## config.mk

```make
export PLATFORM = sky130hd
export DESIGN_NAME = matrix_scan
export DESIGN_NICKNAME = d
export VERILOG_FILES = /design/src/hw/matrix_pkg.sv /design/src/hw/timeout.sv /design/src/hw/brightness_timeout.sv /design/src/hw/matrix_scan.sv
export VERILOG_INCLUDE_DIRS = /design/src /design/src/hw
export SDC_FILE = /design/constraint.sdc
export NUM_CORES = 1
export LEC_CHECK = 0
export BUFFER_PORTS_ARGS = -buffer_cell sky130_fd_sc_hd__buf_2
export CAP_MARGIN = 15
export CORE_MARGIN = 4
export CORE_UTILIZATION = 56
export CTS_CLUSTER_DIAMETER = 200
export DETAILED_ROUTE_END_ITERATION = 7
export GPL_TIMING_DRIVEN = 0
export PLACE_DENSITY = 0.89
export SETUP_SLACK_MARGIN = 0.02
export SLEW_MARGIN = 0
export SYNTH_ARGS = -nofsm -noshare
export SYNTH_HDL_FRONTEND = slang
export SYNTH_SLANG_ARGS = --single-unit
```

## constraint.sdc

```tcl
create_clock -name clk_in -period 1.8 [get_ports clk_in]
set_input_delay 0.09 -clock clk_in [delete_from_list [all_inputs] [get_ports clk_in]]
set_output_delay 0.09 -clock clk_in [all_outputs]
set_load 0.03 [all_outputs]
```

## src/hw/matrix_defines.svh

```systemverilog
// panel geometry, bit-plane depth and brightness timer constants
// plus the counter and address widths derived from them
`ifndef MATRIX_DEFINES_SVH
`define MATRIX_DEFINES_SVH

// columns per line, shifted out once per bit plane
`define MATRIX_WIDTH 64

// rows per half-panel, full image is twice this
`define MATRIX_HALFHEIGHT 16

// bits per colour channel, one bit plane each
`define BRIGHTNESS_LEVELS 4

// lit cycles of the least significant plane
`define BRIGHTNESS_BASE_TIMEOUT 8

// next line may start shifting once this few lit cycles remain
`define BRIGHTNESS_OVERLAP 4

// derived widths
`define COLUMN_ADDR_WIDTH ($clog2(`MATRIX_WIDTH))
`define ROW_ADDR_WIDTH ($clog2(`MATRIX_HALFHEIGHT))
// load counter has to hold MATRIX_WIDTH itself
`define LOAD_COUNTER_WIDTH (`COLUMN_ADDR_WIDTH + 1)
// lit time of the most significant plane
`define BRIGHTNESS_MAX_TIMEOUT (`BRIGHTNESS_BASE_TIMEOUT << (`BRIGHTNESS_LEVELS - 1))
`define BRIGHTNESS_COUNTER_WIDTH ($clog2(`BRIGHTNESS_MAX_TIMEOUT) + 1)

`endif

```

## src/hw/matrix_pkg.sv

```systemverilog
// address, plane mask and colour types
// packed HUB75 panel bus and pixel write request
`include "matrix_defines.svh"

package matrix_pkg;

    // column within a line, 63 down to 0 during a shift
    typedef logic [`COLUMN_ADDR_WIDTH-1:0] column_addr_t;
    // row within one half-panel
    typedef logic [`ROW_ADDR_WIDTH-1:0] row_addr_t;
    // row of the full image, top bit picks the lower half
    typedef logic [`ROW_ADDR_WIDTH:0] image_row_t;

    // one-hot bit plane select
    typedef logic [`BRIGHTNESS_LEVELS-1:0] brightness_mask_t;
    // intensity of one colour
    typedef logic [`BRIGHTNESS_LEVELS-1:0] channel_t;

    typedef struct packed {
        channel_t red;
        channel_t green;
        channel_t blue;
    } pixel_rgb_t;

    // one bit plane of one column, both halves
    typedef struct packed {
        logic r0;
        logic g0;
        logic b0;
        logic r1;
        logic g1;
        logic b1;
    } line_bits_t;

    // what leaves the chip towards the panel connector
    typedef struct packed {
        line_bits_t line_bits;
        row_addr_t row_address_active;
        logic clk_pixel;
        logic row_latch;
        logic output_enable;
    } hub75_bus_t;

    // single pixel write from the image source
    typedef struct packed {
        image_row_t row;
        column_addr_t column;
        pixel_rgb_t pixel;
    } pixel_write_t;

endpackage

```

## src/hw/timeout.sv

```systemverilog
// loadable down-counter, stops at zero
// running stays high while the count is non-zero
`timescale 1ns/1ps

module timeout #(
    parameter int COUNTER_WIDTH = 8
) (
    input logic reset,
    input logic clk_in,
    input logic start,
    input logic [COUNTER_WIDTH-1:0] value,
    output logic [COUNTER_WIDTH-1:0] counter,
    output logic running
);

    // start wins over the decrement, so a restart mid-count reloads
    always_ff @(posedge clk_in) begin
        if (reset) begin
            counter <= '0;
        end else if (start) begin
            counter <= value;
        end else if (counter != '0) begin
            // count down, hold at zero
            counter <= counter - 1'b1;
        end
    end

    // high for exactly value cycles after a start
    assign running = (counter != '0);

endmodule

```

## src/hw/brightness_timeout.sv

```systemverilog
// lit-time timer for binary-coded modulation
// output enable per bit plane, overlap flag for the next line
`timescale 1ns/1ps
`include "matrix_defines.svh"

module brightness_timeout
    import matrix_pkg::*;
(
    input logic reset,
    input logic clk_in,
    input logic row_latch,
    input brightness_mask_t brightness_mask_active,
    output logic output_enable,
    output logic exceeded_overlap_time
);

    typedef logic [`BRIGHTNESS_COUNTER_WIDTH-1:0] lit_count_t;

    // lit time for the plane just latched
    lit_count_t lit_time;
    // lit cycles still to go
    lit_count_t remaining;

    // one-hot mask to base timeout doubled per plane index
    // plane 0 -> base, plane 3 -> base * 8
    always_comb begin
        lit_time = '0;
        for (int plane = 0; plane < `BRIGHTNESS_LEVELS; plane++) begin
            if (brightness_mask_active[plane]) begin
                lit_time = lit_count_t'(`BRIGHTNESS_BASE_TIMEOUT) << plane;
            end
        end
    end

    // a latch always restarts the lit period
    // even if the previous one has not run out yet
    always_ff @(posedge clk_in) begin
        if (reset) begin
            remaining <= '0;
        end else if (row_latch) begin
            remaining <= lit_time;
        end else if (remaining != '0) begin
            remaining <= remaining - 1'b1;
        end
    end

    // LEDs on while time is left
    // goes high the cycle after the latch, for lit_time cycles
    assign output_enable = (remaining != '0);

    // close enough to the end that the next shift can begin
    // also true when dark, count is zero then
    assign exceeded_overlap_time = (remaining <= lit_count_t'(`BRIGHTNESS_OVERLAP));

endmodule

```

## src/hw/matrix_scan.sv

```systemverilog
// scan engine: line start, gated load and pixel clocks, row latch
// row and bit-plane sequencing, brightness timer instance
`timescale 1ns/1ps
`include "matrix_defines.svh"

module matrix_scan
    import matrix_pkg::*;
(
    input logic reset,
    input logic clk_in,
    // column being loaded now
    output column_addr_t column_address,
    // row being shifted now
    output row_addr_t row_address,
    // row currently lit
    output row_addr_t row_address_active,
    output logic clk_pixel_load,
    output logic clk_pixel,
    output logic row_latch,
    output logic output_enable,
    // plane being shifted now
    output brightness_mask_t brightness_mask
);

    localparam int LOAD_WIDTH = `LOAD_COUNTER_WIDTH;
    typedef logic [LOAD_WIDTH-1:0] load_count_t;

    localparam brightness_mask_t MASK_MSB = brightness_mask_t'(1) << (`BRIGHTNESS_LEVELS - 1);
    localparam row_addr_t LAST_ROW = row_addr_t'(`MATRIX_HALFHEIGHT - 1);

    // line start
    logic state_advance;
    logic [1:0] advance_shift;
    logic line_start;
    logic line_busy;

    // load and pixel clock gating
    logic load_running;
    logic clk_pixel_load_en;
    logic clk_pixel_en;
    logic [1:0] latch_shift;
    logic latch_next;

    // brightness timer
    logic exceeded_overlap_time;
    brightness_mask_t brightness_mask_active;

    // next line may go once the panel is dark or nearly done
    // never while a line is still in flight
    assign state_advance = (!output_enable || exceeded_overlap_time) && !line_busy;

    // condition has to hold two cycles in a row
    assign line_start = (advance_shift == 2'b11) && !line_busy;

    always_ff @(posedge clk_in) begin
        if (reset) begin
            advance_shift <= 2'b00;
            line_busy <= 1'b0;
        end else begin
            advance_shift <= {advance_shift[0], state_advance};
            // busy from start until the latch ends the line
            if (line_start) begin
                line_busy <= 1'b1;
            end else if (row_latch) begin
                line_busy <= 1'b0;
            end
        end
    end

    // MATRIX_WIDTH cycles of load enable per line
    timeout #(
        .COUNTER_WIDTH(LOAD_WIDTH)
    ) load_timer (
        .reset  (reset),
        .clk_in (clk_in),
        .start  (line_start),
        .value  (load_count_t'(`MATRIX_WIDTH)),
        .counter(),
        .running(load_running)
    );

    // column address, last column first, stops at 0
    timeout #(
        .COUNTER_WIDTH(`COLUMN_ADDR_WIDTH)
    ) column_timer (
        .reset  (reset),
        .clk_in (clk_in),
        .start  (line_start),
        .value  (column_addr_t'(`MATRIX_WIDTH - 1)),
        .counter(column_address),
        .running()
    );

    // latch rises on the falling edge after the last load drops out
    assign latch_next = latch_shift[0] && !clk_pixel_load_en;

    // falling-edge side, enables only change while clk_in is low
    // so the gated clocks come out clean
    always_ff @(negedge clk_in) begin
        if (reset) begin
            clk_pixel_load_en <= 1'b0;
            latch_shift <= 2'b00;
            brightness_mask <= MASK_MSB;
            brightness_mask_active <= '0;
            row_address <= '0;
            row_address_active <= '0;
        end else begin
            clk_pixel_load_en <= load_running;
            // stage 0 doubles as pixel clock enable, one cycle behind load
            latch_shift <= {latch_shift[0], clk_pixel_load_en};
            if (latch_next) begin
                // shifted line becomes the lit line
                brightness_mask_active <= brightness_mask;
                row_address_active <= row_address;
                if (brightness_mask[0]) begin
                    // LSB plane done, back to MSB on the next row
                    brightness_mask <= MASK_MSB;
                    if (row_address == LAST_ROW) begin
                        row_address <= '0;
                    end else begin
                        row_address <= row_address + 1'b1;
                    end
                end else begin
                    brightness_mask <= brightness_mask >> 1;
                end
            end
        end
    end

    assign clk_pixel_en = latch_shift[0];
    // one cycle wide, right after the last pixel clock
    assign row_latch = latch_shift[1] && !latch_shift[0];

    // gated clocks
    assign clk_pixel_load = clk_in && clk_pixel_load_en;
    assign clk_pixel = clk_in && clk_pixel_en;

    brightness_timeout brightness_timer (
        .reset                 (reset),
        .clk_in                (clk_in),
        .row_latch             (row_latch),
        .brightness_mask_active(brightness_mask_active),
        .output_enable         (output_enable),
        .exceeded_overlap_time (exceeded_overlap_time)
    );

endmodule

```

Word level (Yosys, flattened, before mapping)
Cells that the tools add are included.
- add/sub/neg operators: 4
- multipliers: 0
- div/mod/pow operators: 0
- $lt $le $gt $ge: 1
- equal/unequal tests: 2
- shift-type cells: 0
- muxes and demuxes: 14
- bitwise gates (word level): 0
- reduce and logical (&&, ||, !) cells: 20
- operator list (kind ; number):
    7-bit two-way mux ; 5
    6-bit two-way mux ; 3
    7-bit nonzero test ; 2
    7-bit by 1-bit subtractor with 7-bit output, second input constant ; 2
    4-bit two-way mux ; 3
    2-bit nonzero test ; 4
    7-bit by 3-bit <= comparator with 1-bit output, second input constant ; 1
    1-bit logical AND ; 6
    6-bit nonzero test ; 1
    6-bit by 1-bit subtractor with 6-bit output, second input constant ; 1
    5-bit two-way mux ; 1
    4-bit by 1-bit adder with 4-bit output, second input constant ; 1
    4-bit == test, second input constant ; 1
    1-bit zero test ; 4
    2-bit == test, second input constant ; 1
    1-bit two-way mux ; 2
    2-bit AND reduction ; 1
    2-bit OR reduction ; 1
    1-bit logical OR ; 1
- flip-flop bits (word level): 42
- latch bits: 0
- bits in writable memories: 0
- ROM bits: 0
- input port bits: 2
- output and inout bits: 22
- logic and storage cells: 53
- memories kept: 0

Longest topological paths before layout
Gate-level depths: netlist (run 1).
- depth in word-level cells: 5
- mapped depth: 6
- gate-level depth less buffers: 6

By module
From an unflattened synthesis (run 1), not the netlist that was laid out.
- cells, all modules: 237
- area total of the unflattened synthesis: 2055.7 um^2
- modules (own cells, without submodules) (module ; times used ; cells each ; area an instance (um^2) ; seq. area each (um^2)):
    matrix_scan ; 1 ; 95 ; 827.0 ; 440.4
    timeout (load_timer) ; 1 ; 54 ; 464.2 ; 140.1
    timeout (column_timer) ; 1 ; 46 ; 384.1 ; 120.1
    brightness_timeout ; 1 ; 42 ; 380.4 ; 140.1

==> impl_metrics.toml, run 1 <==
[outcome]
outcome = "finished, violations left"
violations = "negative setup slack"

[placement]
gp_congestion = 0.818
dpl_cell_area_sq_um = 2050
placedCellCount = 276
place.port_buffers = 23
place_hpwl_mm = 2.68
preCtsSetupSlack_ns = -0.414

[drt]
drtAntennaViolNets = 0
via_count = 1998
wl_per_cell_um = 19.8
first_pass_iters = 5
wl_mm = 6.48
route.detailed.drc = 0
avgViaCountPerCell = 6.09
drt_iter0_markers = 306

[critical_path]
crit_fanout = 4
worstPathArrival_ns = 2.16
reg2reg_depth = 5
path_class = "flop to output port"
setup.worst_path.start_class = "flop"
critPathRequiredTime_ns = 1.71
critPathCaptureType = "output port"

[floorplan]
die-area_sq_um = 4240
start_util = 0.594
die_y_um = 65.1
core_area_sq_um = 3080
dieWidth_um = 65.1
ioPinCount = 24
rows = 20

[sta]
hold_violations = 0
finalSetupTns_ns = -5.69
setup_ws_ns = -0.450
fin_skew_ns = 0.0744
setup_viol = 26
grt_setup_unrepaired = "yes"
drv_slew = 0
hold_slack_ns = 0.183
slew_headroom = 0.552
tightest_slew_ns = 0.673

[yosys]
syn_avg_cell_area_sq_um = 8.75
synth-compound-area-share = 0.118
synthXorXnorAreaFrac = 0.0623
yosys_register_bits = 42
syn_area_sq_um = 1830
synth_top_family_by_area = "simple AND/OR/NAND/NOR gates"
synth-simple-area-share = 0.268
syn_nets = 218
syn_inst = 209
yosys.cell_types.count = 35
ys_seq_area_frac = 0.460
synth_warnings = 0
synthAdderAreaFrac = 0.0479
synth_mux_area_frac = 0.0137

[hold_path]
hold_path.class = "input port to flop"
holdPathStages = 3

[grt]
grt_pass1_vias = 2041
grt_overflow = 0
antenna_found_initial = 0
grt_max_degree = 14
grt_pass1_wl_mm = 10.3
track_usage = 0.335

[layout]
fin_util = 0.834
fin_area_sq_um = 2570
finalNetCount = 292
drive_gt1_frac = 0.320
insertedDiodeCount = 0
fin_cells = 328
syn2layout_area_growth_pct = 40.5

[clock_network]
insertion_delay_ns = 0.57
clk_pin_slew_ns = 0.14
tritoncts = "done"

[power_and_ir_drop]
power.density_nw_per_um2 = 1880
ir_worst_vdd_mv = 1.40
p_leak_nw = 1.15
total_power_mw = 4.83

[flow_run]
cap_violations = 0
==> sequential cells by signal, indices dropped and copies added, names as in the netlist <==
name	cells
load_timer.counter	7
row_address	4
brightness_mask	4
brightness_timer.remaining	7
clk_pixel_load_en	1
column_timer.counter	6
line_busy	1
advance_shift	2
latch_shift	2
row_address_active	4
brightness_mask_active	4
==> report_power, final <==
| group | total, mW | switching [mW] | internal, mW |
|---|---|---|---|
| logic | 2.15 | 1.18 | 0.968 |
| registers | 1.48 | 0.290 | 1.19 |
| clock network | 1.20 | 0.654 | 0.542 |
==> cell usage after synthesis <==
master / number / area share
nor3b_1: 1 / 0.0041
mux2_4: 1 / 0.0082
nand3b_2: 1 / 0.0062
nor3_1: 8 / 0.022
xor2_1: 7 / 0.034
buf_1: 1 / 0.0021
nor4_4: 1 / 0.012
nor2_1: 19 / 0.039
nand3_1: 6 / 0.016
nor3_2: 1 / 0.0055
mux2i_1: 1 / 0.0055
o31ai_1: 1 / 0.0041
ha_1: 7 / 0.048
and3b_1: 1 / 0.0048
a21oi_2: 1 / 0.0048
a32oi_1: 1 / 0.0048
nor4b_1: 1 / 0.0048
nand2_1: 33 / 0.068
clkbuf_1: 5 / 0.010
and2_1: 2 / 0.0068
or3_1: 2 / 0.0068
inv_1: 9 / 0.018
xnor2_1: 6 / 0.029
nand2b_1: 5 / 0.017
a311o_1: 1 / 0.0055
a2111oi_2: 2 / 0.016
a21oi_1: 21 / 0.057
and3_1: 2 / 0.0068
nor2b_1: 4 / 0.014
and2b_1: 1 / 0.0041
o21ai_0: 4 / 0.011
nand3b_1: 6 / 0.025
a31oi_1: 4 / 0.014
nand3_2: 1 / 0.0055
dfxtp_1: 42 / 0.46
==> routing by layer <==
layer / share of wire / track usage
met5: 0 / 0
met4: 0.061 / 0.259
met3: 0.12 / 0.121
met2: 0.46 / 0.550
met1: 0.36 / 0.346
==> cell families (layout without fill, tap and decap cells) <==
kind of cell / after synthesis / count (layout)
simple gates: 95 / 95
flops: 42 / 42
compound gates: 35 / 35
buf+inv: 15 / 90
xor+xnor: 13 / 13
fa+ha+maj: 7 / 7
mux: 2 / 2
==> cell usage in the layout (no fill, tap or decap), types with 3 or more instances in the layout <==
master,count
dfxtp_2,9
clkbuf_4,9
nor2_1,18
ha_1,7
dfxtp_4,7
nor3_1,6
nand2_1,32
nand3b_1,6
clkbuf_1,3
inv_1,26
xor2_1,7
buf_4,21
nand3_1,6
xnor2_1,6
buf_6,15
a21oi_1,20
nor2b_1,3
a31oi_1,4
nand2b_1,4
dfxtp_1,26
buf_2,8
==> final timing paths <==
path | startpoint | end | slack (ns)
min reg2reg | row_address_active[2]$_SDFFE_NP0P_ | row_address_active[2]$_SDFFE_NP0P_ | 0.51
max reg2reg | latch_shift[0]$_SDFF_NP0_ | brightness_timer.remaining[3]$_SDFFE_PP0P_ | -0.32
max | latch_shift[0]$_SDFF_NP0_ | row_latch | -0.45
min | reset | advance_shift[1]$_SDFF_PP0_ | 0.18
==> final cells by class <==
| type | instances | area (sq um) |
|---|---|---|
| Buffer | 6 | 25.0 |
| Clock buffer | 12 | 104 |
| Clock inverter | 21 | 106 |
| Fill cell | 154 | 510 |
| Inverter | 8 | 37.5 |
| Multi-Input combinational cell | 152 | 1010 |
| Sequential cell | 42 | 878 |
| Tap cell | 44 | 55.1 |
| Timing Repair Buffer | 43 | 354 |
==> critical path: stages, from the launching register on <==
cell and delay (ns):
dfxtp_2 0.36, nand2b_4 0.17, inv_8 0.04, buf_6 0.13
==> timing repair <==
action,in CTS,in global routing
pin swaps,3,3
endpoints found under the setup margin,25,29
gates resized for setup,59,6
hold endpoints to repair,3,0
cloned,0,0
hold buffers,1,0
setup buffers,15,6
Power figures use the tool's default switching activity.
==> run 2: changes to the inputs <==
--- a/config.mk
+++ b/config.mk
@@ -8,7 +8,6 @@
 export LEC_CHECK = 0
 export BUFFER_PORTS_ARGS = -buffer_cell sky130_fd_sc_hd__buf_2
 export CAP_MARGIN = 15
-export CORE_MARGIN = 4
 export CORE_UTILIZATION = 56
 export CTS_CLUSTER_DIAMETER = 200
 export DETAILED_ROUTE_END_ITERATION = 7
==> run 2 against run 1 <==
  * The run ends with design-rule violations, negative setup slack left
  * First-iteration DRC count shrank 37%
  * Global-route usage grew 2.0 points
  * Sequential power is essentially flat
  * Wire length grew 0.42%
  * Largest cell class unchanged
  * Largest power group unchanged
  * Highest routed layer unchanged
==> impl_metrics.toml, run 2 (synthesized netlist as in run 1, its figures left out) <==
[outcome]
outcome = "finished, violations left"
violations = "design-rule violations, negative setup slack"

[critical_path]
r2r_end = "brightness_timer.remaining[3]$_SDFFE_PP0P_"
cp_slowest_stage_delay_ns = 0.34
reg2reg_depth = 6
worst-path-buf-inv = 2
rr_startpoint = "latch_shift[0]$_SDFF_NP0_"
r2r_slack_ns = -0.48
crit_chain = "nand2b_4 -> buf_4 -> buf_6 -> nor3_4 -> nand3b_1 -> a21oi_1"
worstPathArrival_ns = 2.69
path_class = "flop to flop"
setup.worst_path.start_class = "flop"
crit_fanout = 4
critPathRequiredTime_ns = 2.21
critPathSlowestCell = "dfxtp_2"
path_delay_family = "simple AND/OR/NAND/NOR gates"
critPathCaptureType = "flop"

[drt]
drtAntennaViolNets = 0
first_pass_iters = 7
route.detailed.drc = 2
avgViaCountPerCell = 6.19
wl_per_cell_um = 19.9
via_count = 2024
drt_iter0_markers = 192
wl_mm = 6.51

[layout]
fin_util = 0.826
top_regs = "brightness_timer.remaining x7, load_timer.counter x7, column_timer.counter x6"
final_common_cell = "nand2_1"
mostFrequentLayoutCells = "32 x nand2_1, 26 x inv_1, 24 x dfxtp_1"
drive_gt1_frac = 0.318
syn2layout_area_growth_pct = 39.0
finalNetCount = 291
insertedDiodeCount = 0

[flow_run]
cap_violations = 0

[power_and_ir_drop]
total_power_mw = 4.72
power.density_nw_per_um2 = 1860
ir_worst_vdd_mv = 1.35
p_leak_nw = 1.14

[grt]
track_usage = 0.355
grt_pass1_wl_mm = 8.74
antenna_found_initial = 0
grt_pass1_vias = 1870
grt_overflow = 0
grt_max_degree = 15

[sta]
setup_ws_ns = -0.480
hold_violations = 0
grt_setup_unrepaired = "yes"
fin_skew_ns = 0.0951
slew_headroom = 0.538
drv_slew = 0
tightest_slew_ns = 0.694
setup_viol = 28

[hold_path]
hold_path_end = "advance_shift[1]$_SDFF_PP0_"
holdPathStages = 3
hold_path.class = "input port to flop"
hp-start = "reset"

[placement]
place.port_buffers = 23
gp_congestion = 0.781
place_hpwl_mm = 2.57

[clock_network]
insertion_delay_ns = 0.57
tritoncts = "done"
clk_pin_slew_ns = 0.15

[floorplan]
start_util = 0.594
dieWidth_um = 59.1
ioPinCount = 24
die_y_um = 59.1
core_area_sq_um = 3080
die-area_sq_um = 3500
rows = 20
## run 2: worst max-delay path by stage
| stage | from | to | cells after the start |
|---|---|---|---|
| 5_1_grt | latch_shift[1]$_SDFF_NP0_ | brightness_timer.remaining[3]$_SDFFE_PP0P_ | 6 |
| 6_report | latch_shift[0]$_SDFF_NP0_ | brightness_timer.remaining[3]$_SDFFE_PP0P_ | 6 |
| 4_1_cts | latch_shift[0]$_SDFF_NP0_ | row_latch | 3 |
| 3_5_place_dp | reset | brightness_mask_active[1]$_SDFFE_NP0P_ | 4 |
| 2_1_floorplan | load_timer.counter[5]$_SDFFE_PP0P_ | clk_pixel_load_en$_SDFF_NP0_ | 3 |
| 3_3_place_gp | reset | row_address[2]$_SDFFE_NP0P_ | 4 |
## run 2: routing by layer
metal  vias to the layer above  part of all wire  track usage  wire length (um)
li1                        852                 -            -                 -
met1                       921              0.36        0.380              2350
met2                       188              0.47        0.617              3040
met3                        63              0.10        0.116               670
met4                         0             0.068        0.197               441
met5                         -                 0            0                 0
## run 2: area by class of cell
cell class	count	area [sq um]
tap	44	55.1
multi-input combinational	152	1000
fill	160	537
inverter	8	37.5
buffer	6	22.5
clock inverter	22	100
clock buffer	11	90.1
sequential	42	876
timing repair buffer	42	360
## run 2: metrics by stage
| stage | hold slack (ns) | TNS (ns) | setup slack [ns] | area [sq um] | std cells |
|---|---|---|---|---|---|
| 6_report | 0.187 | -7.20 | -0.480 | 2540 | 327 |
| 4_1_cts | 0.149 | -4.80 | -0.395 | 2470 | 321 |
| 3_5_place_dp | 0.365 | -4.87 | -0.414 | 2050 | 276 |
| 3_3_place_gp | 0.365 | -4.72 | -0.377 | 2050 | 276 |
| 2_1_floorplan | 0.283 | -0.151 | -0.139 | 1880 | 209 |
| 5_1_grt | 0.193 | -8.11 | -0.555 | 2540 | 327 |
## run 2: power breakdown
part	leakage (nW)	switching (mW)	internal [mW]
Sequential	0.353	0.301	1.19
Clock	0.177	0.685	0.385
Combinational	0.606	1.21	0.935
Total	1.14	2.20	2.51
## run 2: worst register-to-register path, cell delays in order (launching register included)
cell and delay, ns:
dfxtp_2 0.34, nand2b_4 0.18, buf_4 0.15, buf_6 0.12
nor3_4 0.17, nand3b_1 0.11, a21oi_1 0.16
## run 2: repair_timing
action / 4_1_cts / 5_1_grt
buffers inserted: 14 / 6
endpoints found under the hold margin: 3 / 0
hold buffers: 1 / 0
setup endpoints to repair: 26 / 27
pin swaps: 3 / 9
gates resized for setup: 55 / 9
